`config.mk`:
```
export PLATFORM = sky130hd
export DESIGN_NAME = rd_cred_top
export DESIGN_NICKNAME = d
export VERILOG_FILES = /design/src/rdc_pkg.sv /design/src/rd_cred_top.sv /design/src/rd_csr_wb.sv /design/src/rd_credit_gate.sv /design/src/rd_req_fifo.sv
export SDC_FILE = /design/constraint.sdc
export NUM_CORES = 1
export LEC_CHECK = 0
export BUFFER_PORTS_ARGS = -buffer_cell sky130_fd_sc_hd__clkbuf_2
export CORE_MARGIN = 5
export CORE_UTILIZATION = 55
export CTS_CLUSTER_SIZE = 20
export DETAILED_ROUTE_END_ITERATION = 7
export PLACE_DENSITY = 0.79
export SYNTH_ARGS = -nofsm -noshare
export SYNTH_HDL_FRONTEND = slang
export SYNTH_HIERARCHICAL = 1
export SYNTH_SLANG_ARGS = --single-unit
export TNS_END_PERCENT = 1
```
`constraint.sdc`:
```
create_clock -name aclk -period 6.5 [get_ports aclk]
set_input_delay 0.975 -clock aclk [delete_from_list [all_inputs] [get_ports aclk]]
set_output_delay 0.975 -clock aclk [all_outputs]
set_load 0.1 [all_outputs]
```
`src/rdc_pkg.sv`:
```
package rdc_pkg;

  // Request address width
  localparam integer ADDR_BITS = 32;

  // Request length in bytes, never 0
  localparam integer LEN_BITS = 16;

  // Destination tag carried with each request
  localparam integer DEST_BITS = 4;

  // Credit limit and in-flight count, up to 15 credits
  localparam integer CREDIT_BITS = 4;

  // Wishbone word addresses of the register block
  localparam logic [1:0] REG_CTRL   = 2'd0;
  localparam logic [1:0] REG_STATUS = 2'd1;
  localparam logic [1:0] REG_ISSUED = 2'd2;
  localparam logic [1:0] REG_DONE   = 2'd3;

  // CTRL field positions
  localparam integer CTRL_EN_BIT   = 0;
  localparam integer CTRL_LIM_LSB  = 4;

endpackage
```
`src/rd_cred_top.sv`:
```
`timescale 1ns/10ps

module rd_cred_top #(
  parameter integer DATA_BITS   = 64,
  parameter integer MAX_CREDITS = 8
) (
  input  logic                          aclk,
  input  logic                          aresetn,
  // Client requests
  input  logic                          req_valid,
  output logic                          req_ready,
  input  logic [rdc_pkg::ADDR_BITS-1:0] req_addr,
  input  logic [rdc_pkg::LEN_BITS-1:0]  req_len,
  input  logic [rdc_pkg::DEST_BITS-1:0] req_dest,
  // Memory read port
  output logic                          mem_valid,
  input  logic                          mem_ready,
  output logic [rdc_pkg::ADDR_BITS-1:0] mem_addr,
  output logic [rdc_pkg::LEN_BITS-1:0]  mem_len,
  input  logic                          rvalid,
  input  logic [DATA_BITS-1:0]          rdata,
  // Tagged read data
  output logic                          out_valid,
  output logic [DATA_BITS-1:0]          out_data,
  output logic [rdc_pkg::DEST_BITS-1:0] out_dest,
  // Wishbone classic slave
  input  logic                          wb_cyc,
  input  logic                          wb_stb,
  input  logic                          wb_we,
  input  logic [1:0]                    wb_adr,
  input  logic [31:0]                   wb_dat_w,
  output logic [31:0]                   wb_dat_r,
  output logic                          wb_ack
);

  import rdc_pkg::*;

  // Queue entry is tag plus beats minus one
  localparam integer Q_BITS = DEST_BITS + LEN_BITS - $clog2(DATA_BITS / 8);

  logic                   enable;
  logic [CREDIT_BITS-1:0] credit_limit;
  logic [CREDIT_BITS-1:0] in_flight;
  logic                   issue_pulse;
  logic                   done_pulse;
  logic                   fifo_push;
  logic                   fifo_pop;
  logic                   fifo_full;
  logic                   fifo_empty;
  logic [Q_BITS-1:0]      fifo_push_data;
  logic [Q_BITS-1:0]      fifo_head;

  // Beats are never stalled, data passes straight out
  assign out_valid = rvalid;
  assign out_data  = rdata;

  rd_credit_gate #(
    .DATA_BITS   (DATA_BITS),
    .MAX_CREDITS (MAX_CREDITS)
  ) u_gate (
    .aclk           (aclk),
    .aresetn        (aresetn),
    .req_valid      (req_valid),
    .req_ready      (req_ready),
    .req_addr       (req_addr),
    .req_len        (req_len),
    .req_dest       (req_dest),
    .mem_valid      (mem_valid),
    .mem_ready      (mem_ready),
    .mem_addr       (mem_addr),
    .mem_len        (mem_len),
    .rvalid         (rvalid),
    .rd_dest        (out_dest),
    .enable         (enable),
    .credit_limit   (credit_limit),
    .in_flight      (in_flight),
    .issue_pulse    (issue_pulse),
    .done_pulse     (done_pulse),
    .fifo_push      (fifo_push),
    .fifo_push_data (fifo_push_data),
    .fifo_pop       (fifo_pop),
    .fifo_full      (fifo_full),
    .fifo_empty     (fifo_empty),
    .fifo_head      (fifo_head)
  );

  // One slot per credit
  rd_req_fifo #(
    .WIDTH (Q_BITS),
    .DEPTH (MAX_CREDITS)
  ) u_fifo (
    .aclk      (aclk),
    .aresetn   (aresetn),
    .push      (fifo_push),
    .push_data (fifo_push_data),
    .full      (fifo_full),
    .pop       (fifo_pop),
    .pop_data  (fifo_head),
    .empty     (fifo_empty)
  );

  rd_csr_wb #(
    .MAX_CREDITS (MAX_CREDITS)
  ) u_csr (
    .aclk         (aclk),
    .aresetn      (aresetn),
    .wb_cyc       (wb_cyc),
    .wb_stb       (wb_stb),
    .wb_we        (wb_we),
    .wb_adr       (wb_adr),
    .wb_dat_w     (wb_dat_w),
    .wb_dat_r     (wb_dat_r),
    .wb_ack       (wb_ack),
    .in_flight    (in_flight),
    .issue_pulse  (issue_pulse),
    .done_pulse   (done_pulse),
    .enable       (enable),
    .credit_limit (credit_limit)
  );

endmodule

```
`src/rd_csr_wb.sv`:
```
`timescale 1ns/10ps

module rd_csr_wb #(
  parameter integer MAX_CREDITS = 8
) (
  input  logic                            aclk,
  input  logic                            aresetn,
  // Wishbone classic slave
  input  logic                            wb_cyc,
  input  logic                            wb_stb,
  input  logic                            wb_we,
  input  logic [1:0]                      wb_adr,
  input  logic [31:0]                     wb_dat_w,
  output logic [31:0]                     wb_dat_r,
  output logic                            wb_ack,
  // Gate status and events
  input  logic [rdc_pkg::CREDIT_BITS-1:0] in_flight,
  input  logic                            issue_pulse,
  input  logic                            done_pulse,
  // Gate control
  output logic                            enable,
  output logic [rdc_pkg::CREDIT_BITS-1:0] credit_limit
);

  import rdc_pkg::*;

  localparam logic [CREDIT_BITS-1:0] MAX_LIMIT = CREDIT_BITS'(MAX_CREDITS);

  logic                   req;
  logic                   wr_en;
  logic [CREDIT_BITS-1:0] wr_limit;
  logic [31:0]            issued_cnt;
  logic [31:0]            done_cnt;

  // New access, ack not yet given
  assign req = wb_cyc && wb_stb && !wb_ack;

  // Writes land at the end of the ack cycle
  assign wr_en = wb_ack && wb_cyc && wb_stb && wb_we;

  // Limit field with clamp
  assign wr_limit = (wb_dat_w[CTRL_LIM_LSB +: CREDIT_BITS] > MAX_LIMIT) ?
                    MAX_LIMIT : wb_dat_w[CTRL_LIM_LSB +: CREDIT_BITS];

  // Single-cycle ack
  always_ff @(posedge aclk or negedge aresetn) begin
    if (!aresetn) begin
      wb_ack <= 1'b0;
    end else begin
      wb_ack <= req;
    end
  end

  // CTRL register
  always_ff @(posedge aclk or negedge aresetn) begin
    if (!aresetn) begin
      enable       <= 1'b1;
      credit_limit <= MAX_LIMIT;
    end else if (wr_en && (wb_adr == REG_CTRL)) begin
      enable       <= wb_dat_w[CTRL_EN_BIT];
      credit_limit <= wr_limit;
    end
  end

  // Accepted requests, clear on any write
  always_ff @(posedge aclk or negedge aresetn) begin
    if (!aresetn) begin
      issued_cnt <= '0;
    end else if (wr_en && (wb_adr == REG_ISSUED)) begin
      issued_cnt <= '0;
    end else if (issue_pulse) begin
      issued_cnt <= issued_cnt + 1'b1;
    end
  end

  // Completed requests, clear on any write
  always_ff @(posedge aclk or negedge aresetn) begin
    if (!aresetn) begin
      done_cnt <= '0;
    end else if (wr_en && (wb_adr == REG_DONE)) begin
      done_cnt <= '0;
    end else if (done_pulse) begin
      done_cnt <= done_cnt + 1'b1;
    end
  end

  // Read mux, address held by the master through ack
  always_comb begin
    wb_dat_r = '0;
    case (wb_adr)
      REG_CTRL: begin
        wb_dat_r[CTRL_EN_BIT]                  = enable;
        wb_dat_r[CTRL_LIM_LSB +: CREDIT_BITS]  = credit_limit;
      end
      REG_STATUS: begin
        wb_dat_r[CREDIT_BITS-1:0] = in_flight;
      end
      REG_ISSUED: begin
        wb_dat_r = issued_cnt;
      end
      REG_DONE: begin
        wb_dat_r = done_cnt;
      end
      default: begin
        wb_dat_r = '0;
      end
    endcase
  end

endmodule

```
`src/rd_credit_gate.sv`:
```
`timescale 1ns/10ps

module rd_credit_gate #(
  parameter integer DATA_BITS   = 64,
  parameter integer MAX_CREDITS = 8
) (
  input  logic                            aclk,
  input  logic                            aresetn,
  // Client requests
  input  logic                            req_valid,
  output logic                            req_ready,
  input  logic [rdc_pkg::ADDR_BITS-1:0]   req_addr,
  input  logic [rdc_pkg::LEN_BITS-1:0]    req_len,
  input  logic [rdc_pkg::DEST_BITS-1:0]   req_dest,
  // Memory read port
  output logic                            mem_valid,
  input  logic                            mem_ready,
  output logic [rdc_pkg::ADDR_BITS-1:0]   mem_addr,
  output logic [rdc_pkg::LEN_BITS-1:0]    mem_len,
  // Returning beats
  input  logic                            rvalid,
  output logic [rdc_pkg::DEST_BITS-1:0]   rd_dest,
  // Register block
  input  logic                            enable,
  input  logic [rdc_pkg::CREDIT_BITS-1:0] credit_limit,
  output logic [rdc_pkg::CREDIT_BITS-1:0] in_flight,
  output logic                            issue_pulse,
  output logic                            done_pulse,
  // Outstanding queue
  output logic                            fifo_push,
  output logic [rdc_pkg::DEST_BITS+rdc_pkg::LEN_BITS-$clog2(DATA_BITS/8)-1:0] fifo_push_data,
  output logic                            fifo_pop,
  input  logic                            fifo_full,
  input  logic                            fifo_empty,
  input  logic [rdc_pkg::DEST_BITS+rdc_pkg::LEN_BITS-$clog2(DATA_BITS/8)-1:0] fifo_head
);

  import rdc_pkg::*;

  // Bytes per beat as a shift
  localparam integer BEAT_LOG = $clog2(DATA_BITS / 8);
  // Beat count width after the shift
  localparam integer CNT_BITS = LEN_BITS - BEAT_LOG;
  localparam logic [CREDIT_BITS-1:0] MAX_LIMIT = CREDIT_BITS'(MAX_CREDITS);

  // FSM states
  localparam logic ST_IDLE = 1'b0;
  localparam logic ST_READ = 1'b1;

  logic                   state_c, state_n;
  logic [CREDIT_BITS-1:0] in_flight_c, in_flight_n;
  logic [CNT_BITS-1:0]    cnt_c, cnt_n;
  logic [CNT_BITS-1:0]    n_beats_c, n_beats_n;
  logic [DEST_BITS-1:0]   dest_c, dest_n;

  logic [CREDIT_BITS-1:0] eff_limit;
  logic [LEN_BITS-1:0]    len_m1;
  logic [CNT_BITS-1:0]    head_beats;
  logic [DEST_BITS-1:0]   head_dest;
  logic                   credit_ok;
  logic                   req_sent;
  logic                   req_done;

  // Never more in flight than the queue holds
  assign eff_limit = (credit_limit > MAX_LIMIT) ? MAX_LIMIT : credit_limit;

  // Last beat of the head entry
  assign req_done = (state_c == ST_READ) && rvalid && (cnt_c == n_beats_c);

  // A completing request hands its credit straight to a new one
  assign credit_ok = (in_flight_c < eff_limit) || req_done;
  assign req_sent  = req_valid && mem_ready && enable && !fifo_full && credit_ok;

  // Pass-through to memory
  assign req_ready = req_sent;
  assign mem_valid = req_sent;
  assign mem_addr  = req_addr;
  assign mem_len   = req_len;

  // Beats minus one, ceil(len / beat bytes) - 1
  assign len_m1         = req_len - 1'b1;
  assign fifo_push      = req_sent;
  assign fifo_push_data = {req_dest, len_m1[LEN_BITS-1:BEAT_LOG]};

  // Queue entry split
  assign head_beats = fifo_head[CNT_BITS-1:0];
  assign head_dest  = fifo_head[CNT_BITS +: DEST_BITS];

  assign issue_pulse = req_sent;
  assign done_pulse  = req_done;
  assign in_flight   = in_flight_c;
  assign rd_dest     = dest_c;

  // Credit accounting
  always_comb begin
    in_flight_n = in_flight_c;
    if (req_sent && !req_done) begin
      in_flight_n = in_flight_c + 1'b1;
    end else if (req_done && !req_sent) begin
      in_flight_n = in_flight_c - 1'b1;
    end
  end

  // Head load and beat counting
  always_comb begin
    state_n   = state_c;
    cnt_n     = cnt_c;
    n_beats_n = n_beats_c;
    dest_n    = dest_c;
    fifo_pop  = 1'b0;

    case (state_c)
      ST_IDLE: begin
        cnt_n = '0;
        if (!fifo_empty) begin
          fifo_pop  = 1'b1;
          n_beats_n = head_beats;
          dest_n    = head_dest;
          state_n   = ST_READ;
        end
      end

      ST_READ: begin
        if (req_done) begin
          cnt_n = '0;
          // Next entry loaded on the last beat, no bubble
          if (!fifo_empty) begin
            fifo_pop  = 1'b1;
            n_beats_n = head_beats;
            dest_n    = head_dest;
          end else begin
            state_n = ST_IDLE;
          end
        end else if (rvalid) begin
          cnt_n = cnt_c + 1'b1;
        end
      end

      default: begin
        state_n = ST_IDLE;
      end
    endcase
  end

  always_ff @(posedge aclk or negedge aresetn) begin
    if (!aresetn) begin
      state_c     <= ST_IDLE;
      in_flight_c <= '0;
      cnt_c       <= '0;
      dest_c      <= '0;
    end else begin
      state_c     <= state_n;
      in_flight_c <= in_flight_n;
      cnt_c       <= cnt_n;
      dest_c      <= dest_n;
    end
  end

  // Beat target, only read in ST_READ
  always_ff @(posedge aclk) begin
    n_beats_c <= n_beats_n;
  end

endmodule

```
`src/rd_req_fifo.sv`:
```
`timescale 1ns/10ps

module rd_req_fifo #(
  parameter integer WIDTH = 17,
  parameter integer DEPTH = 8
) (
  input  logic             aclk,
  input  logic             aresetn,
  // Write side
  input  logic             push,
  input  logic [WIDTH-1:0] push_data,
  output logic             full,
  // Read side
  input  logic             pop,
  output logic [WIDTH-1:0] pop_data,
  output logic             empty
);

  // Pointer width kept at 1 or more for a depth of one
  localparam integer PTR_BITS = (DEPTH > 1) ? $clog2(DEPTH) : 1;
  localparam integer CNT_BITS = $clog2(DEPTH + 1);
  localparam logic [PTR_BITS-1:0] LAST_PTR = PTR_BITS'(DEPTH - 1);
  localparam logic [CNT_BITS-1:0] FULL_CNT = CNT_BITS'(DEPTH);

  logic [WIDTH-1:0]    mem [DEPTH];
  logic [PTR_BITS-1:0] wr_ptr;
  logic [PTR_BITS-1:0] rd_ptr;
  logic [CNT_BITS-1:0] count;
  logic                do_push;
  logic                do_pop;

  // Illegal accesses dropped here
  assign do_push = push && !full;
  assign do_pop  = pop && !empty;

  assign full     = (count == FULL_CNT);
  assign empty    = (count == '0);
  // Head entry shown as long as something is stored
  assign pop_data = mem[rd_ptr];

  // Storage array
  always_ff @(posedge aclk) begin
    if (do_push) begin
      mem[wr_ptr] <= push_data;
    end
  end

  // Pointers and occupancy
  always_ff @(posedge aclk or negedge aresetn) begin
    if (!aresetn) begin
      wr_ptr <= '0;
      rd_ptr <= '0;
      count  <= '0;
    end else begin
      if (do_push) begin
        // Wrap at DEPTH, depth need not be a power of two
        wr_ptr <= (wr_ptr == LAST_PTR) ? '0 : wr_ptr + 1'b1;
      end
      if (do_pop) begin
        rd_ptr <= (rd_ptr == LAST_PTR) ? '0 : rd_ptr + 1'b1;
      end
      if (do_push && !do_pop) begin
        count <= count + 1'b1;
      end else if (do_pop && !do_push) begin
        count <= count - 1'b1;
      end
    end
  end

endmodule

```
==> results.json, run 1 <==
{
  "crit_required_ns": 5.52,
  "first_iter_violations": 631,
  "finalCriticalPeriod_ns": 4.63,
  "ctsRootBufferMaster": "clkbuf_16",
  "place_congestion": 0.847,
  "fin_nets": 1187,
  "synth_common_cells": "edfxtp_1 (149), buf_4 (120), dfrtp_1 (100)",
  "wl_met3_mm": 1.97,
  "critPathSlowestCell": "nor4_1",
  "grt_pass1_vias": 8090,
  "syn_nets": 1217,
  "highest_layer": "met4",
  "core_sq_um": 23500,
  "ys.flop_type": "edfxtp_1",
  "hold_violations": 0,
  "fin_setup_tns_ns": 0,
  "wl_met1_mm": 10.9,
  "grt_first_pass_wirelength_mm": 42.9,
  "grt_max_degree": 68,
  "cts_made_buffers": 27,
  "setup-violations-final": 0,
  "dieHeight_um": 165,
  "ys_async_sr_fraction": 0.406,
  "p_per_area_nw_per_um2": 285,
  "critical_path.top_delay_family": "simple AND/OR/NAND/NOR gates",
  "end_kind": "output port",
  "cts_buffer_depth": 3,
  "syn2layout_area_growth_pct": 5.08,
  "total_power_mw": 3.95,
  "initial_core_util": 0.561,
  "fmax_mhz": 216,
  "postCtsSetupBuffers": 0,
  "overflow": 0,
  "synthDistinctLibCells": 64,
  "synth_area_sq_um": 13200,
  "syn_avg_cell_area_sq_um": 12.7,
  "dr_total_vias": 8267,
  "cts.sinks": 251,
  "synth_seq_cells": 251,
  "maxSlewViolCount": 0,
  "portBuffers": 90,
  "status": "completed",
  "pin_count": 310,
  "critical_path_arrival_ns": 3.66,
  "synth_seq_area_share": 0.532,
  "fin_area_sq_um": 13900,
  "place_area_sq_um": 13000,
  "cts_max_level": 1,
  "drc": 0,
  "clk_latency_ns": 0.53,
  "cts_resized": 0,
  "hold_slack_ns": 0.397,
  "synth_top_area_share": 0.339,
  "cts_tree": "built",
  "max_stage_delay_ns": 0.82,
  "final.setup_skew_ns": 0.0159,
  "critPathLaunchType": "register",
  "maxCapViolCount": 0,
  "crit_buf_inv": 1,
  "grt_antenna_before_repair": 0,
  "die-area_sq_um": 27200,
  "drtAntennaViolNets": 0,
  "yosys.cell_count.top_type": "edfxtp_1",
  "synth.largest_area_cell": "edfxtp_1",
  "syn_inst": 1041,
  "yosysWarnings": 6,
  "grt_setup_unrepaired": "false",
  "synth_edf_count": 149,
  "finalCritPeriodShare": 0.713,
  "drive_gt1_frac": 0.202,
  "first_pass_iters": 7,
  "dr_wl_met2_mm": 13.2,
  "hold_buffers": 0,
  "slew_headroom": 0.248,
  "wl_mm": 26.7,
  "critPathKind": "register to output port",
  "hpwlAfterDp_mm": 17.7,
  "crit_chain": "xor2_1, or4_4, nor4_1, o21a_1, clkbuf_2",
  "vdd_drop_max_mv": 0.225,
  "worst-path-max-fanout": 12,
  "wl_per_cell_um": 19.8,
  "fp-row-count": 56,
  "synth_area_leaders": "edfxtp_1 (34%), dfrtp_1 (19%), buf_4 (6.8%)",
  "die_x_um": 165,
  "power.leakage_nw": 5.27,
  "worstMarginPinSlew_ns": 1.13,
  "grtUsageTotal": 0.199,
  "hp-class": "input port to async pin",
  "drt-vias-per-instance": 6.11,
  "clkTransAtPathRegs_ns": 0.06
}
-- layout by cell type (no fill, tap or decap), drive strengths merged, types with 17 or more instances in the layout --
cell type and instances:
xor2 31, nor2 46, mux2 36, nand3 32, o31ai 17, nand4 30
edfxtp 149, o21ai 26, or4 24, mux4 35, inv 18, or3 22
nand2 48, mux2i 35, clkbuf 122, a21oi 41, nor2b 27, dfrtp 100
xnor2 25
-- flip-flops by register name (all words and copies together), names as in the netlist --
name	count
u_csr/credit_limit	4
u_csr/done_cnt	32
u_gate/in_flight	4
u_csr/issued_cnt	32
u_gate/state_c	1
u_fifo/mem	136
u_csr/wb_ack	1
u_fifo/rd_ptr	3
u_csr/enable	1
u_gate/cnt_c	13
u_gate/rd_dest	4
u_gate/n_beats_c	13
u_fifo/wr_ptr	3
u_fifo/count	4
-- power by group --
group | internal, mW | switching, mW | total, mW
combinational | 0.234 | 0.365 | 0.600
clock | 0.845 | 0.615 | 1.46
sequential | 1.76 | 0.136 | 1.89
total | 2.84 | 1.12 | 3.95
-- path summary, 6_finish.rpt --
path	slack [ns]	cells past startpoint	endpoint	startpoint
worst min register to register	0.45	1	u_csr/wb_ack$_DFF_PN0_	u_csr/wb_ack$_DFF_PN0_
worst max register to register	1.97	12	u_fifo/count[3]$_DFFE_PN0P_	u_gate/cnt_c[3]$_DFFE_PN0P_
worst max-delay path	1.87	5	req_ready	u_gate/cnt_c[3]$_DFFE_PN0P_
min in group aclk	0.45	1	u_csr/wb_ack$_DFF_PN0_	u_csr/wb_ack$_DFF_PN0_
worst min-delay path	0.40	1	u_csr/issued_cnt[17]$_DFFE_PN0P_	aresetn
max in group asynchronous	4.87	2	u_gate/cnt_c[11]$_DFFE_PN0P_	aresetn
-- stage by stage --
step | worst slack [ns] | util | instances
2_1_floorplan | 2.29 | - | 1041
3_3_place_gp | 2.00 | 0.553 | 1301
3_5_place_dp | 1.93 | 0.553 | 1301
4_1_cts | 1.82 | 0.589 | 1351
5_1_grt | 1.78 | 0.589 | 1351
6_report | 1.87 | 0.589 | 1352
-- routing by layer --
layer | vias up | global-route usage
met5 | - | 0
met3 | 58 | 0.0414
met2 | 347 | 0.334
met4 | 0 | 0.0582
met1 | 4100 | 0.262
li1 | 3762 | -
-- cell families (layout without fill, tap and decap cells) --
logic type               Yosys count  in the layout  share of synthesized area
flip-flops                       251            251                      0.532
multiplexers                     106            106                      0.125
other                              0              1                          0
XOR/XNOR                          56             56                     0.0372
AND/OR/NAND/NOR                  319            319                      0.138
buffers and inverters            176            167                     0.0916
adder cells (fa/ha/maj)           18             18                     0.0182
AO/OA/AOI/OAI                    115            115                     0.0570
-- final cells by class --
class | count | area [sq um]
diodes | 1 | 2.50
clock buffers | 33 | 698
clock inverters | 17 | 145
fillers | 1836 | 9670
inverters | 16 | 60.1
multi-input cells | 614 | 5000
flip-flops and latches | 251 | 7030
well taps | 319 | 399
repair buffers | 101 | 536
(Power assumes the default switching activity.)
==> run 2: changes to the inputs <==
- ABC_AREA: default -> 1
- CORE_UTILIZATION: 55 -> 50
- PLACE_DENSITY: 0.79 -> 0.75
- clock period: 6.5 -> 3.8 ns (I/O delays scaled with it)
==> run 2 against run 1 <==
Effect of this change: sequential share of layout area fell by 3.2 points; setup slack lost 1.2 ns; hold slack got worse by 0.20 ns; largest power group unchanged.
==> results.json, run 2 <==
{
  "worstMarginPinSlew_ns": 1.05,
  "power.leakage_nw": 6.96,
  "synth_common_cells": "nand2_1 (535), nor2_1 (280), inv_1 (205)",
  "critPathSlowestCell": "dfstp_2",
  "syn2layout_area_growth_pct": 6.16,
  "end_kind": "output port",
  "ys_async_sr_fraction": 0.406,
  "final_cells": 2121,
  "wl_met3_mm": 2.11,
  "initial_core_util": 0.504,
  "cts_max_level": 1,
  "critical_path_arrival_ns": 2.60,
  "drive_gt1_frac": 0.115,
  "synth_seq_cells": 251,
  "clkTransAtPathRegs_ns": 0.06,
  "final.setup_skew_ns": 0.0246,
  "dieHeight_um": 177,
  "dr_total_vias": 10800,
  "regMostFlops": "u_fifo/mem",
  "synth_seq_area_share": 0.504,
  "cts_tree": "built",
  "synth_top_area_share": 0.321,
  "pre_cts_slack_ns": 0.634,
  "cp_common_cell": "nand2_1",
  "synth.largest_area_cell": "edfxtp_1",
  "core_sq_um": 27700,
  "drt-vias-per-instance": 5.11,
  "yosys.cell_count.top_type": "nand2_1",
  "reg2reg_from": "u_csr/credit_limit[3]$_DFFE_PN1P_",
  "grt_setup_unrepaired": "false",
  "cts_made_buffers": 27,
  "fmax_mhz": 315,
  "first_pass_iters": 5,
  "clk_latency_ns": 0.55,
  "drc": 0,
  "fp-row-count": 61,
  "die_x_um": 177,
  "place_area_sq_um": 14000,
  "fin_setup_tns_ns": 0,
  "wl_met1_mm": 12.5,
  "vdd_drop_max_mv": 0.439,
  "r2r_cells": 19,
  "cts_resized": 0,
  "overflow": 0,
  "top_regs": "u_fifo/mem (136), u_csr/done_cnt (32), u_csr/issued_cnt (32)",
  "grtUsageTotal": 0.203,
  "max_stage_delay_ns": 0.53,
  "hold_buffers": 0,
  "hpwlAfterDp_mm": 22.3,
  "crit_chain": "inv_1, nand2_1, ha_1, o21ai_0, nand2_1, nand3_1, nand2_1, a21oi_1, buf_4, clkbuf_2",
  "fin_area_sq_um": 14800,
  "syn_inst": 1743,
  "timing.final.ws_setup_ns": 0.626,
  "fin_nets": 1898,
  "maxSlewViolCount": 0,
  "critPathKind": "register to output port",
  "synth_area_sq_um": 14000,
  "grt_max_degree": 83,
  "synth_edf_count": 149,
  "critPathLaunchType": "register",
  "cts_buffer_depth": 3,
  "wl_per_cell_um": 15.2,
  "slew_headroom": 0.298,
  "portBuffers": 90,
  "yosysWarnings": 6,
  "cts.sinks": 251,
  "syn_avg_cell_area_sq_um": 8.01,
  "wl_mm": 32.3,
  "dr_wl_met2_mm": 16.0,
  "grt_antenna_before_repair": 0,
  "finalCritPeriodShare": 0.835,
  "dpl.cell_count": 2071,
  "largest_reg_flops": 136,
  "layout_commonest_cell": "nand2_1",
  "finalCriticalPeriod_ns": 3.17,
  "place_congestion": 0.908,
  "first_iter_violations": 921,
  "hold_violations": 0,
  "setup-violations-final": 0,
  "grt_first_pass_wirelength_mm": 51.2,
  "hp-class": "input port to async pin",
  "syn_nets": 1919,
  "p_per_area_nw_per_um2": 466,
  "synthDistinctLibCells": 46,
  "cp-startpoint": "u_csr/credit_limit[3]$_DFFE_PN1P_",
  "pin_count": 310,
  "crit_required_ns": 3.23,
  "worst-path-max-fanout": 10,
  "maxCapViolCount": 0,
  "layout_common_cells": "nand2_1 (535), nor2_1 (280), inv_1 (205)",
  "ctsRootBufferMaster": "clkbuf_16",
  "grt_pass1_vias": 10200,
  "synth_area_leaders": "edfxtp_1 (32%), dfrtp_1 (18%), nand2_1 (14%)",
  "die-area_sq_um": 31400,
  "drtAntennaViolNets": 0,
  "antenna_cells": 0,
  "highest_layer": "met4",
  "ys.flop_type": "edfxtp_1",
  "postCtsSetupBuffers": 0,
  "status": "completed"
}
-- run 2: cell count changes after synthesis, sizes merged, moves of 18 or more --
cell | previous run | this run
nor2b | 27 | 1
xnor2 | 25 | 7
xor2 | 31 | 8
mux4 | 35 | 0
inv | 16 | 211
nand3 | 32 | 66
o21ai | 26 | 48
nor2 | 46 | 302
mux2 | 36 | 0
mux2i | 35 | 0
or3 | 22 | 0
or4 | 24 | 0
nand2 | 48 | 543
-- run 2: layer usage --
layer  vias up  track usage
li1       5325            -
met1      4993        0.243
met2       395        0.358
met3       128       0.0278
met4         0        0.101
met5         -            0
-- run 2: kinds of logic after synthesis --
| family | synth area share |
|---|---|
| buffers and inverters | 0.138 |
| adder cells (fa/ha/maj) | 0.0172 |
| flip-flops | 0.504 |
| AO/OA/AOI/OAI | 0.0492 |
| XOR/XNOR | 0.00941 |
| AND/OR/NAND/NOR | 0.283 |
-- run 2: cell type report --
cell class              instances  area [sq um]
fillers                      2497         12900
flip-flops and latches        251          7030
multi-input cells            1120          5040
inverters                     212           796
clock buffers                  35           716
repair buffers                110           616
well taps                     378           473
clock inverters                15           141
-- run 2: power by group --
part | leakage (nW) | internal, mW | switching [mW]
registers | 2.63 | 3.06 | 0.196
logic | 3.92 | 0.321 | 0.792
clock network | 0.412 | 1.47 | 1.07
-- run 2: critical path: cells and delay by family (launching register included) --
kind / cells / cell delay, ns
AO/OA/AOI/OAI: 2 / 0.26
adder cells (fa/ha/maj): 1 / 0.22
buffers and inverters: 3 / 0.78
flip-flops: 1 / 0.53
AND/OR/NAND/NOR: 4 / 0.24
-- run 2: final timing paths --
kind	end	slack (ns)
max in group asynchronous	u_fifo/rd_ptr[0]$_DFFE_PN0P_	2.65
worst min register to register	u_csr/wb_ack$_DFF_PN0_	0.45
min in group aclk	u_csr/enable$_DFFE_PN1P_	0.20
worst max register to register	u_fifo/count[3]$_DFFE_PN0P_	0.83
worst max-delay path	mem_valid	0.63
worst min-delay path	u_csr/issued_cnt[24]$_DFFE_PN0P_	0.20
-- run 2: per-stage QoR --
step / util / hold WS (ns) / power, mW
6_report: 0.535 / 0.197 / 6.91
5_1_grt: 0.535 / 0.209 / 7.24
4_1_cts: 0.535 / 0.175 / 6.97
3_5_place_dp: 0.504 / 0.449 / 4.41
3_3_place_gp: 0.504 / 0.435 / 4.36
2_1_floorplan: - / 0.274 / 4.63
